File: config.mk
export PLATFORM = sky130hd
export DESIGN_NAME = cpuCore
export DESIGN_NICKNAME = d
export VERILOG_FILES = /design/src/hdl/busPkg.sv /design/src/hdl/isaPkg.sv /design/src/hdl/opcodeDecoder.sv /design/src/hdl/busSequencer.sv /design/src/hdl/aluResult.sv /design/src/hdl/cpuCore.sv
export SDC_FILE = /design/constraint.sdc
export NUM_CORES = 1
export LEC_CHECK = 0
export BUFFER_PORTS_ARGS = -buffer_cell sky130_fd_sc_hd__clkbuf_2
export CAP_MARGIN = 20
export CORE_MARGIN = 3
export CORE_UTILIZATION = 45
export DETAILED_ROUTE_END_ITERATION = 10
export PLACE_DENSITY = 0.63
export SLEW_MARGIN = 20
export SYNTH_ARGS = -nofsm -noshare
export SYNTH_HDL_FRONTEND = slang
export SYNTH_SLANG_ARGS = --single-unit
File: constraint.sdc
create_clock -name clk -period 6.2 [get_ports clk]
set_clock_uncertainty 0.05 [all_clocks]
set_input_delay 0.31 -clock clk [delete_from_list [all_inputs] [get_ports clk]]
set_output_delay 0.31 -clock clk [all_outputs]
set_load 0.005 [all_outputs]
File: src/hdl/busPkg.sv
package busPkg;

    localparam int dataWidth = 8;
    localparam int addrWidth = 16;

    // One byte on the external data bus
    typedef logic [dataWidth-1:0] byteT;

    // Full 16-bit address, split into high and low bytes at the pins
    typedef logic [addrWidth-1:0] addrT;

    // Low byte of the start address sits here, high byte at the next address
    localparam addrT resetVector = 16'hFFFC;

endpackage

File: src/hdl/isaPkg.sv
package isaPkg;

    import busPkg::*;

    // Supported 6502 opcodes
    localparam byteT ldaImm = 8'hA9;
    localparam byteT ldaZp  = 8'hA5;
    localparam byteT ldaAbs = 8'hAD;
    localparam byteT adcImm = 8'h69;
    localparam byteT adcZp  = 8'h65;
    localparam byteT adcAbs = 8'h6D;
    localparam byteT staZp  = 8'h85;
    localparam byteT staAbs = 8'h8D;
    localparam byteT ldxImm = 8'hA2;
    localparam byteT stxZp  = 8'h86;
    localparam byteT sbcImm = 8'hE9;
    localparam byteT andImm = 8'h29;
    localparam byteT oraImm = 8'h09;
    localparam byteT eorImm = 8'h49;
    localparam byteT clcImp = 8'h18;
    localparam byteT secImp = 8'h38;
    localparam byteT taxImp = 8'hAA;
    localparam byteT inxImp = 8'hE8;
    localparam byteT nopImp = 8'hEA;
    localparam byteT jmpAbs = 8'h4C;

    typedef enum logic [3:0] {
        opLoadA,
        opLoadX,
        opStoreA,
        opStoreX,
        opAdd,
        opSub,
        opAnd,
        opOr,
        opXor,
        opClearC,
        opSetC,
        opTax,
        opIncX,
        opJump,
        opNop
    } opT;

    typedef enum logic [1:0] {
        modeImplied,
        modeImmediate,
        modeZeroPage,
        modeAbsolute
    } modeT;

    // Bit positions in the 3-bit flag vector
    localparam int flagIdxC = 0;
    localparam int flagIdxZ = 1;
    localparam int flagIdxN = 2;

endpackage

File: src/hdl/opcodeDecoder.sv
`timescale 1ns/1ps

module opcodeDecoder
    import busPkg::*;
    import isaPkg::*;
(
    input  byteT opcode,
    output opT   operation,
    output modeT mode
);

    always_comb begin
        operation = opNop;       // Anything not listed runs as a one-byte NOP
        mode      = modeImplied;
        case (opcode)
            ldaImm: begin
                operation = opLoadA;
                mode      = modeImmediate;
            end
            ldaZp: begin
                operation = opLoadA;
                mode      = modeZeroPage;
            end
            ldaAbs: begin
                operation = opLoadA;
                mode      = modeAbsolute;
            end
            adcImm: begin
                operation = opAdd;
                mode      = modeImmediate;
            end
            adcZp: begin
                operation = opAdd;
                mode      = modeZeroPage;
            end
            adcAbs: begin
                operation = opAdd;
                mode      = modeAbsolute;
            end
            staZp: begin
                operation = opStoreA;
                mode      = modeZeroPage;
            end
            staAbs: begin
                operation = opStoreA;
                mode      = modeAbsolute;
            end
            ldxImm: begin
                operation = opLoadX;
                mode      = modeImmediate;
            end
            stxZp: begin
                operation = opStoreX;
                mode      = modeZeroPage;
            end
            sbcImm: begin
                operation = opSub;
                mode      = modeImmediate;
            end
            andImm: begin
                operation = opAnd;
                mode      = modeImmediate;
            end
            oraImm: begin
                operation = opOr;
                mode      = modeImmediate;
            end
            eorImm: begin
                operation = opXor;
                mode      = modeImmediate;
            end
            jmpAbs: begin
                operation = opJump;
                mode      = modeAbsolute;
            end
            clcImp:  operation = opClearC;
            secImp:  operation = opSetC;
            taxImp:  operation = opTax;
            inxImp:  operation = opIncX;
            nopImp:  operation = opNop;
            default: ;
        endcase
    end

endmodule

File: src/hdl/busSequencer.sv
`timescale 1ns/1ps

module busSequencer
    import busPkg::*;
    import isaPkg::*;
#(
    parameter addrT VectorAddr = resetVector
) (
    input  logic clk,
    input  logic rst,
    input  byteT dataIn,
    input  opT   operation,
    input  modeT mode,
    input  byteT storeData,
    output byteT opcode,
    output byteT operand,
    output logic execute,
    output addrT address,
    output byteT dataOut,
    output logic readNotWrite
);

    typedef enum logic [2:0] {
        stVecLow,
        stVecHigh,
        stFetch,
        stOperLow,
        stOperHigh,
        stMem
    } stateT;

    stateT state;
    stateT nextState;
    addrT  pc;
    addrT  effAddr;
    logic  isStore;
    logic  hasOperand;

    assign isStore    = (operation == opStoreA) || (operation == opStoreX);
    assign hasOperand = (mode != modeImplied);

    // Memory answers combinationally, so the data byte goes straight to the ALU
    assign operand = dataIn;
    assign dataOut = readNotWrite ? '0 : storeData;

    always_comb begin
        nextState = state;
        case (state)
            stVecLow:  nextState = stVecHigh;
            stVecHigh: nextState = stFetch;
            stFetch:   nextState = stOperLow;
            stOperLow: begin
                case (mode)
                    modeZeroPage: nextState = stMem;
                    modeAbsolute: nextState = stOperHigh;
                    default:      nextState = stFetch;  // Implied and immediate finish here
                endcase
            end
            stOperHigh: nextState = (operation == opJump) ? stFetch : stMem;
            stMem:      nextState = stFetch;
            default:    nextState = stVecLow;
        endcase
    end

    // Bus outputs for the current cycle
    always_comb begin
        address      = pc;
        readNotWrite = 1'b1;
        execute      = 1'b0;
        case (state)
            stVecLow:  address = VectorAddr;
            stVecHigh: address = VectorAddr + addrT'(1);
            stOperLow: begin
                // Implied ops also execute here, on top of a dummy read of pc
                execute = (mode == modeImplied) || (mode == modeImmediate);
            end
            stMem: begin
                address      = effAddr;
                readNotWrite = !isStore;
                execute      = !isStore;
            end
            default: ;
        endcase
    end

    always_ff @(posedge clk) begin
        if (rst) begin
            state  <= stVecLow;
            opcode <= nopImp;
        end else begin
            state <= nextState;
            if (state == stFetch) begin
                opcode <= dataIn;
            end
        end
    end

    // Program counter and effective address
    always_ff @(posedge clk) begin
        case (state)
            stVecLow:  pc[7:0]  <= dataIn;
            stVecHigh: pc[15:8] <= dataIn;
            stFetch:   pc <= pc + addrT'(1);
            stOperLow: begin
                if (hasOperand) begin
                    pc <= pc + addrT'(1);
                end
                effAddr <= {8'h00, dataIn};  // Zero page fills the high byte with 00
            end
            stOperHigh: begin
                effAddr[15:8] <= dataIn;
                if (operation == opJump) begin
                    pc <= {dataIn, effAddr[7:0]};
                end else begin
                    pc <= pc + addrT'(1);
                end
            end
            default: ;
        endcase
    end

endmodule

File: src/hdl/aluResult.sv
`timescale 1ns/1ps

module aluResult
    import busPkg::*;
    import isaPkg::*;
(
    input  logic clk,
    input  logic rst,
    input  opT   operation,
    input  byteT operand,
    input  logic execute,
    output byteT storeData
);

    byteT       accA;
    byteT       regX;
    logic [2:0] flags;
    byteT       addend;
    logic [8:0] sum;
    byteT       result;
    logic       writeA;
    logic       writeX;
    logic       setZn;
    logic       carryNext;

    // SBC reuses the adder with the operand inverted
    assign addend = (operation == opSub) ? ~operand : operand;
    assign sum    = {1'b0, accA} + {1'b0, addend} + {8'h00, flags[flagIdxC]};

    always_comb begin
        result    = accA;
        writeA    = 1'b0;
        writeX    = 1'b0;
        setZn     = 1'b0;
        carryNext = flags[flagIdxC];
        case (operation)
            opLoadA: begin
                result = operand;
                writeA = 1'b1;
                setZn  = 1'b1;
            end
            opLoadX: begin
                result = operand;
                writeX = 1'b1;
                setZn  = 1'b1;
            end
            opAdd, opSub: begin
                result    = sum[7:0];
                carryNext = sum[8];     // Carry out, no borrow inversion
                writeA    = 1'b1;
                setZn     = 1'b1;
            end
            opAnd: begin
                result = accA & operand;
                writeA = 1'b1;
                setZn  = 1'b1;
            end
            opOr: begin
                result = accA | operand;
                writeA = 1'b1;
                setZn  = 1'b1;
            end
            opXor: begin
                result = accA ^ operand;
                writeA = 1'b1;
                setZn  = 1'b1;
            end
            opClearC: carryNext = 1'b0;
            opSetC:   carryNext = 1'b1;
            opTax: begin
                writeX = 1'b1;
                setZn  = 1'b1;
            end
            opIncX: begin
                result = regX + 8'd1;   // Wraps FF to 00
                writeX = 1'b1;
                setZn  = 1'b1;
            end
            default: ;
        endcase
    end

    always_ff @(posedge clk) begin
        if (rst) begin
            accA  <= '0;
            regX  <= '0;
            flags <= '0;
        end else if (execute) begin
            if (writeA) accA <= result;
            if (writeX) regX <= result;
            flags[flagIdxC] <= carryNext;
            if (setZn) begin
                flags[flagIdxZ] <= (result == 8'h00);
                flags[flagIdxN] <= result[7];
            end
        end
    end

    assign storeData = (operation == opStoreX) ? regX : accA;

endmodule

File: src/hdl/cpuCore.sv
`timescale 1ns/1ps

module cpuCore
    import busPkg::*;
    import isaPkg::*;
(
    input  logic clk,
    input  logic rst,
    input  byteT dataIn,
    output byteT dataOut,
    output byteT addressBusHigh,
    output byteT addressBusLow,
    output logic readNotWrite
);

    byteT opcode;
    opT   operation;
    modeT mode;
    byteT operand;
    logic execute;
    byteT storeData;
    addrT address;

    assign addressBusHigh = address[15:8];
    assign addressBusLow  = address[7:0];

    opcodeDecoder decode (
        .opcode(opcode),
        .operation(operation),
        .mode(mode)
    );

    busSequencer #(
        .VectorAddr(resetVector)
    ) executeUnit (
        .clk(clk),
        .rst(rst),
        .dataIn(dataIn),
        .operation(operation),
        .mode(mode),
        .storeData(storeData),
        .opcode(opcode),
        .operand(operand),
        .execute(execute),
        .address(address),
        .dataOut(dataOut),
        .readNotWrite(readNotWrite)
    );

    aluResult result (
        .clk(clk),
        .rst(rst),
        .operation(operation),
        .operand(operand),
        .execute(execute),
        .storeData(storeData)
    );

endmodule

# [Yosys cells after proc, flatten, opt, wreduce, memory -nomap -nowiden]
# Cells that the tools add are included.
[classes] add_sub_neg=4 n_mux=20 eq_ne=41 magnitude_cmp=0 bitwise=4 mul=0 div_mod_pow=0 shifts=0 reduce_logical=27
[op_table] cell="== test 8 bit (second input constant)" count=10
[op_table] cell="one-hot mux 8 bit (4 select lines)" count=2
[op_table] cell="one-hot mux 4 bit (14 select lines)" count=1
[op_table] cell="one-hot mux 16 bit (3 select lines)" count=1
[op_table] cell="one-hot mux 8 bit (6 select lines)" count=1
[op_table] cell="== test 8 x 7 -> 1 bit (second input constant)" count=5
[op_table] cell="two-way mux 16 bit" count=2
[op_table] cell="== test 4 bit (second input constant)" count=6
[op_table] cell="two-way mux 8 bit" count=3
[op_table] cell="adder 16 x 1 -> 16 bit (second input constant)" count=1
[op_table] cell="== test 4 x 3 -> 1 bit (second input constant)" count=4
[op_table] cell="== test 8 x 6 -> 1 bit (second input constant)" count=2
[op_table] cell="one-hot mux 8 bit (2 select lines)" count=1
[op_table] cell="one-hot mux 3 bit (5 select lines)" count=1
[op_table] cell="AND reduction 2 bit" count=5
[op_table] cell="adder 8 x 8 -> 9 bit" count=1
[op_table] cell="adder 9 x 1 -> 9 bit" count=1
[op_table] cell="OR reduction 3 bit" count=3
[op_table] cell="adder 8 x 1 -> 8 bit (second input constant)" count=1
[op_table] cell="bitwise AND 8 bit" count=1
[op_table] cell="== test 4 x 2 -> 1 bit (second input constant)" count=2
[op_table] cell="== test 8 x 4 -> 1 bit (second input constant)" count=1
[op_table] cell="== test 8 x 5 -> 1 bit (second input constant)" count=1
[op_table] cell="NOT 8 bit" count=1
[op_table] cell="other kinds (27)" count=39
[totals] latchBits=0 n_memories=0 mem_bits_ro=0 elab_cells=105 regBits=60 ramBits=0

# [Depth between registers and ports, before layout]
[logic_depth] word_depth=8 mapped_depth=12

# [Cells and area by module]
# Synthesis repeated with hierarchy kept, for this count alone.
[hier_totals] cells_unflattened=619 area_unflattened_um2=5151.2
[by_module_without_submodules] mod="busSequencer" cells_each=255 seq_area_each_um2=1181.1 area_each_um2=2516.2 n_inst=1
[by_module_without_submodules] mod="aluResult" cells_each=291 seq_area_each_um2=340.3 area_each_um2=2147.1 n_inst=1
[by_module_without_submodules] mod="opcodeDecoder" cells_each=73 seq_area_each_um2=0.0 area_each_um2=488.0 n_inst=1

# [Least setup slack after synthesis]
# OpenSTA, ideal clock, no wires.
[synth_timing] kind="register to register" start="register executeUnit.opcode[0]" end="register result.flags[0]" setup_slack_ps=3001 synth_period_minus_slack_ps=3199 path_stages_with_launch=13 n_path_buf=1 t_required_ps=6055 t_arrival_ps=3054 path_cell_list="dfxtp_1 -> buf_2 -> or4bb_1 -> nor2_4 -> xnor2_1 -> fa_1 -> fa_1 -> nor2b_1 -> o21a_1 -> o21ai_0 -> a211oi_1 -> o31ai_1 -> a221oi_1"
[synth_via] elab_chain_cells=8 word_cells_on_any_way=46
[synth_rtl] element="from (decl)" line_no="busSequencer.sv:15" rtl="output byteT opcode,"
[synth_rtl] element="from (signal assigned)" line_no="busSequencer.sv:89" rtl="opcode <= nopImp;"
[synth_rtl] element="from (signal assigned)" line_no="busSequencer.sv:93" rtl="opcode <= dataIn;"
[synth_rtl] element="== test 8 x 7 -> 1 bit or == test 8 bit (tied branches)" line_no="opcodeDecoder.sv:15" rtl="case (opcode)"
[synth_rtl] element="OR reduction 3 bit (no line) or OR reduction 2 bit (tied branches)"
[synth_rtl] element="one-hot mux 4 bit (14 select lines)" line_no="opcodeDecoder.sv:15"
[synth_rtl] element="== test 4 x 3 -> 1 bit or == test 4 x 2 -> 1 bit (tied branches)" line_no="aluResult.sv:27, aluResult.sv:36, busSequencer.sv:39"
[synth_rtl] element="two-way mux 8 bit or logical OR 1 bit (tied branches)" line_no="aluResult.sv:27, busSequencer.sv:39"
[synth_rtl] element="adder 8 x 8 -> 9 bit or logical NOT 1 bit (tied branches)" line_no="aluResult.sv:28, busSequencer.sv:80"
[synth_rtl] element="adder 9 x 1 -> 9 bit or one-hot mux 1 bit (2 select lines) (tied branches)" line_no="aluResult.sv:28, busSequencer.sv:70"
[synth_rtl] element="one-hot mux 1 bit (3 select lines) or AND reduction 2 bit (tied branches)"
[synth_rtl] element="to (signal, indexed assignment)" line_no="aluResult.sv:91" rtl="flags[flagIdxC] <= carryNext;"
[synth_rtl] element="to (signal, indexed assignment)" line_no="aluResult.sv:93" rtl="flags[flagIdxZ] <= (result == 8'h00);"
[synth_rtl] element="to (signal, indexed assignment)" line_no="aluResult.sv:94" rtl="flags[flagIdxN] <= result[7];"
[synth_rtl] element="to (decl)" line_no="aluResult.sv:17" rtl="logic [2:0] flags;"
# Several ways; a longest one is shown, not always the timed one.
# A chain may end at the register's enable or synchronous reset.

# [Final worst setup path]
[layout_timing] start="register executeUnit.opcode[3]" end="register result.regX[4]"
[layout_via] elab_chain_cells=8 word_cells_on_any_way=53
[layout_rtl] element="== test 8 x 7 -> 1 bit or == test 8 bit (tied branches)" line_no="opcodeDecoder.sv:15"
[layout_rtl] element="OR reduction 3 bit (no line) or OR reduction 2 bit (tied branches)"
[layout_rtl] element="one-hot mux 4 bit (14 select lines)" line_no="opcodeDecoder.sv:15"
[layout_rtl] element="== test 4 x 3 -> 1 bit or == test 4 x 2 -> 1 bit (tied branches)" line_no="aluResult.sv:27, aluResult.sv:36, busSequencer.sv:39"
[layout_rtl] element="two-way mux 8 bit or logical OR 1 bit (tied branches)" line_no="aluResult.sv:27, busSequencer.sv:39"
[layout_rtl] element="adder 8 x 8 -> 9 bit or logical NOT 1 bit (tied branches)" line_no="aluResult.sv:28, busSequencer.sv:80"
[layout_rtl] element="adder 9 x 1 -> 9 bit or one-hot mux 1 bit (2 select lines) (tied branches)" line_no="aluResult.sv:28, busSequencer.sv:70"
[layout_rtl] element="one-hot mux 8 bit (6 select lines) or AND reduction 2 bit (tied branches)"
[layout_rtl] element="to (signal assigned)" line_no="aluResult.sv:90" rtl="if (writeX) regX <= result;"
[layout_rtl] element="to (decl)" line_no="aluResult.sv:16" rtl="byteT regX;"
# Several ways; a longest one is shown, not always the timed one.

==> results.yml <==
run_status:
  status: "completed"
pwr:
  power_mw: 1.06
  power_density_nw_per_um2: 206
  power.leakage_nw: 1.82
  ir_drop_uv: 79.1
global_routing:
  gr-total-overflow: 0
  antenna_found_initial: 0
  grt.total_usage_pct: 24.8
  grt_max_degree: 29
  grt_pass1_wl_um: 22400
  grt_pass1_vias: 4246
placement:
  gp_congestion: 0.935
  hpwl_um: 9700
  io_buffers: 34
finish:
  drive_above_1_share_pct: 11.9
  seqCellArea_sq_um: 1520
  n_antenna_cell: 0
  nNetsFinal: 605
  areaGrowthSynthToFinish_pct: 9.76
  postLayoutCoreUtil_pct: 51.7
  multi_input_area_sq_um: 2920
  nFillCells: 964
floorplan:
  rows: 36
  pin_count: 35
  die_area_sq_um: 11600
  die_w_um: 108
  die_h_um: 108
  start_util_pct: 47.1
  core_sq_um: 9910
route:
  drt_first_pass_iters: 5
  ant_nets: 0
  vias: 4410
  drc: 0
  routed_wl_um: 13900
  drt_iter0_markers: 480
  post_drt_wl_per_cell_um: 19.7
  viasPerCell: 6.25
worst_setup_path:
  max_stage_delay_ns: 0.63
  critPathTopFamily: "simple AND/OR/NAND/NOR gates"
  start_kind: "flop"
  arrival_ns: 3.89
  rr_worst_depth: 11
  cp_max_fo: 17
  crit_type: "reg -> reg"
  path_cells: "or4bb_1 -> nor2_4 -> xnor2_1 -> fa_1 -> fa_1 -> nor2b_1 -> o21a_1 -> nor2_1 -> xnor2_1 -> a221oi_1 -> a311oi_1"
  worst-path-stages: 11
  slowest_stage: "or4bb_1"
  crit_required_ns: 6.36
  path_buf_inv: 0
  end_kind: "flop"
timing:
  tightest_slew_ns: 0.963
  final_max_slew_viol_count: 0
  setup_viol: 0
  rsz0062_at_grt: "false"
  min_period_ns: 3.74
  slew_headroom_pct: 35.7
  timing.final.crit_share_pct: 60.2
  tns_ns: 0
  hold_viol_final: 0
  fmax_ghz: 0.268
cts:
  cts_sinks: 60
  clk_pin_slew_ns: 0.08
  root_buffer: "clkbuf_8"
  numCtsBuffers: 9
  post_cts_buffers: 0
  cts_tree: "built"
  insertion_delay_ns: 0.35
  cts_max_level: 3
  cts.hold.buffers_added: 0
  clock_path_buffers: 2
  cts_resized: 0
synthesis:
  syn_nets: 586
  ys_seq_elements: 60
  synthArstFlopShare_pct: 0
  post_synth.cell_area_avg_sq_um: 8.50
  synthFlopType: "edfxtp_1"
  ys_warn_count: 0
  synth.distinct_cells: 65
  syn_area_sq_um: 4670
  synth_edf_count: 32
  ys_seq_area_share_pct: 32.6
  synthCells: 549
worst_hold_path:
  whs_path_depth: 1
  hp-class: "in -> reg"
run:
  drv_cap: 0
## flip-flops by register name (all words and copies together), names as in the netlist
| name | cells |
|---|---|
| executeUnit.effAddr | 16 |
| result.accA | 8 |
| executeUnit.pc | 16 |
| executeUnit.state | 3 |
| executeUnit.opcode | 8 |
| result.flags | 1 |
| result.regX | 8 |
## through the flow
stage | std cells | worst slack [ns] | cell area [sq um] | hold slack (ns)
2_1_floorplan | 549 | 3.00 | 4670 | 0.359
3_3_place_gp | 690 | 2.61 | 4910 | 0.474
3_5_place_dp | 690 | 2.49 | 4910 | 0.481
4_1_cts | 706 | 2.48 | 5120 | 0.237
5_1_grt | 706 | 2.23 | 5120 | 0.249
6_report | 706 | 2.46 | 5120 | 0.243
## logic make-up (layout without fill, tap and decap cells)
family                   after synthesis  after routing  share of synthesized area (%)
flip-flops                            60             60                           32.6
XOR/XNOR                              32             32                           6.01
AND/OR/NAND/NOR                      217            217                           25.1
multiplexers                           3              3                          0.643
adder cells (fa/ha/maj)               27             27                           7.56
AO/OA/AOI/OAI                        154            154                           23.2
buffers and inverters                 56             80                           4.91
## worst paths after layout
check                   startpoint                endpoint  slack (ns)
max          executeUnit.opcode[3]          result.regX[4]        2.46
min                      dataIn[5]  executeUnit.effAddr[5]        0.24
max reg2reg  executeUnit.opcode[3]          result.regX[4]        2.46
min reg2reg        result.flags[0]         result.flags[0]        0.50
## where the power goes
| part | switching, mW | internal, mW | leakage (nW) |
|---|---|---|---|
| Combinational | 0.102 | 0.0693 | 1.18 |
| Sequential | 0.0392 | 0.446 | 0.533 |
| Clock | 0.173 | 0.226 | 0.102 |
| Total | 0.314 | 0.742 | 1.82 |
## cell usage after synthesis (4+ instances only)
library cell   n  area [sq um]
o211ai_1       8          60.1
o21ai_0       25           125
a211o_1        9          78.8
and3_1         8          50.1
nand3b_1       4          30.0
inv_1         25          93.8
a311oi_1       9          78.8
clkbuf_1      18          67.6
and2_1         4          25.0
o22ai_1       14          87.6
nor2_1        52           195
xnor2_1       15           131
a31oi_1       10          62.6
nand4_1        5          31.3
nand3_1       27           135
nor2b_1       26           163
a22oi_1       13          97.6
dfxtp_1       28           561
nor3_1         4          20.0
buf_2          9          45.0
a221oi_1       8          70.1
a211oi_1      10          75.1
nand2_1       48           180
edfxtp_1      32           961
ha_1          25           313
nand2b_1       9          56.3
xor2_1        17           149
a21oi_1       28           140
## final cells by class
| cell class | count | share of cell area, % |
|---|---|---|
| multi-input combinational | 433 | 56.9 |
| sequential | 60 | 29.7 |
| timing repair buffer | 39 | 4.05 |
| tap | 133 | 3.25 |
| clock buffer | 10 | 2.49 |
| inverter | 25 | 1.83 |
| clock inverter | 6 | 1.73 |
## cell usage in the layout, fill, tap and decap left out, drive strengths merged, types with 13 or more instances in the layout
cell type   n
a21oi      28
xor2       17
clkbuf     44
ha         25
o22ai      14
nor2       53
o21ai      25
a22oi      13
nand3      27
xnor2      15
nor2b      26
inv        25
edfxtp     32
nand2      48
dfxtp      28
## routing by layer
| layer | wire (um) | GRT usage [%] |
|---|---|---|
| met5 | 0 | 0 |
| met4 | 488 | 9.11 |
| met3 | 1090 | 5.94 |
| met2 | 6230 | 38.9 |
| met1 | 6120 | 33.2 |
Power figures use the tool's default switching activity.
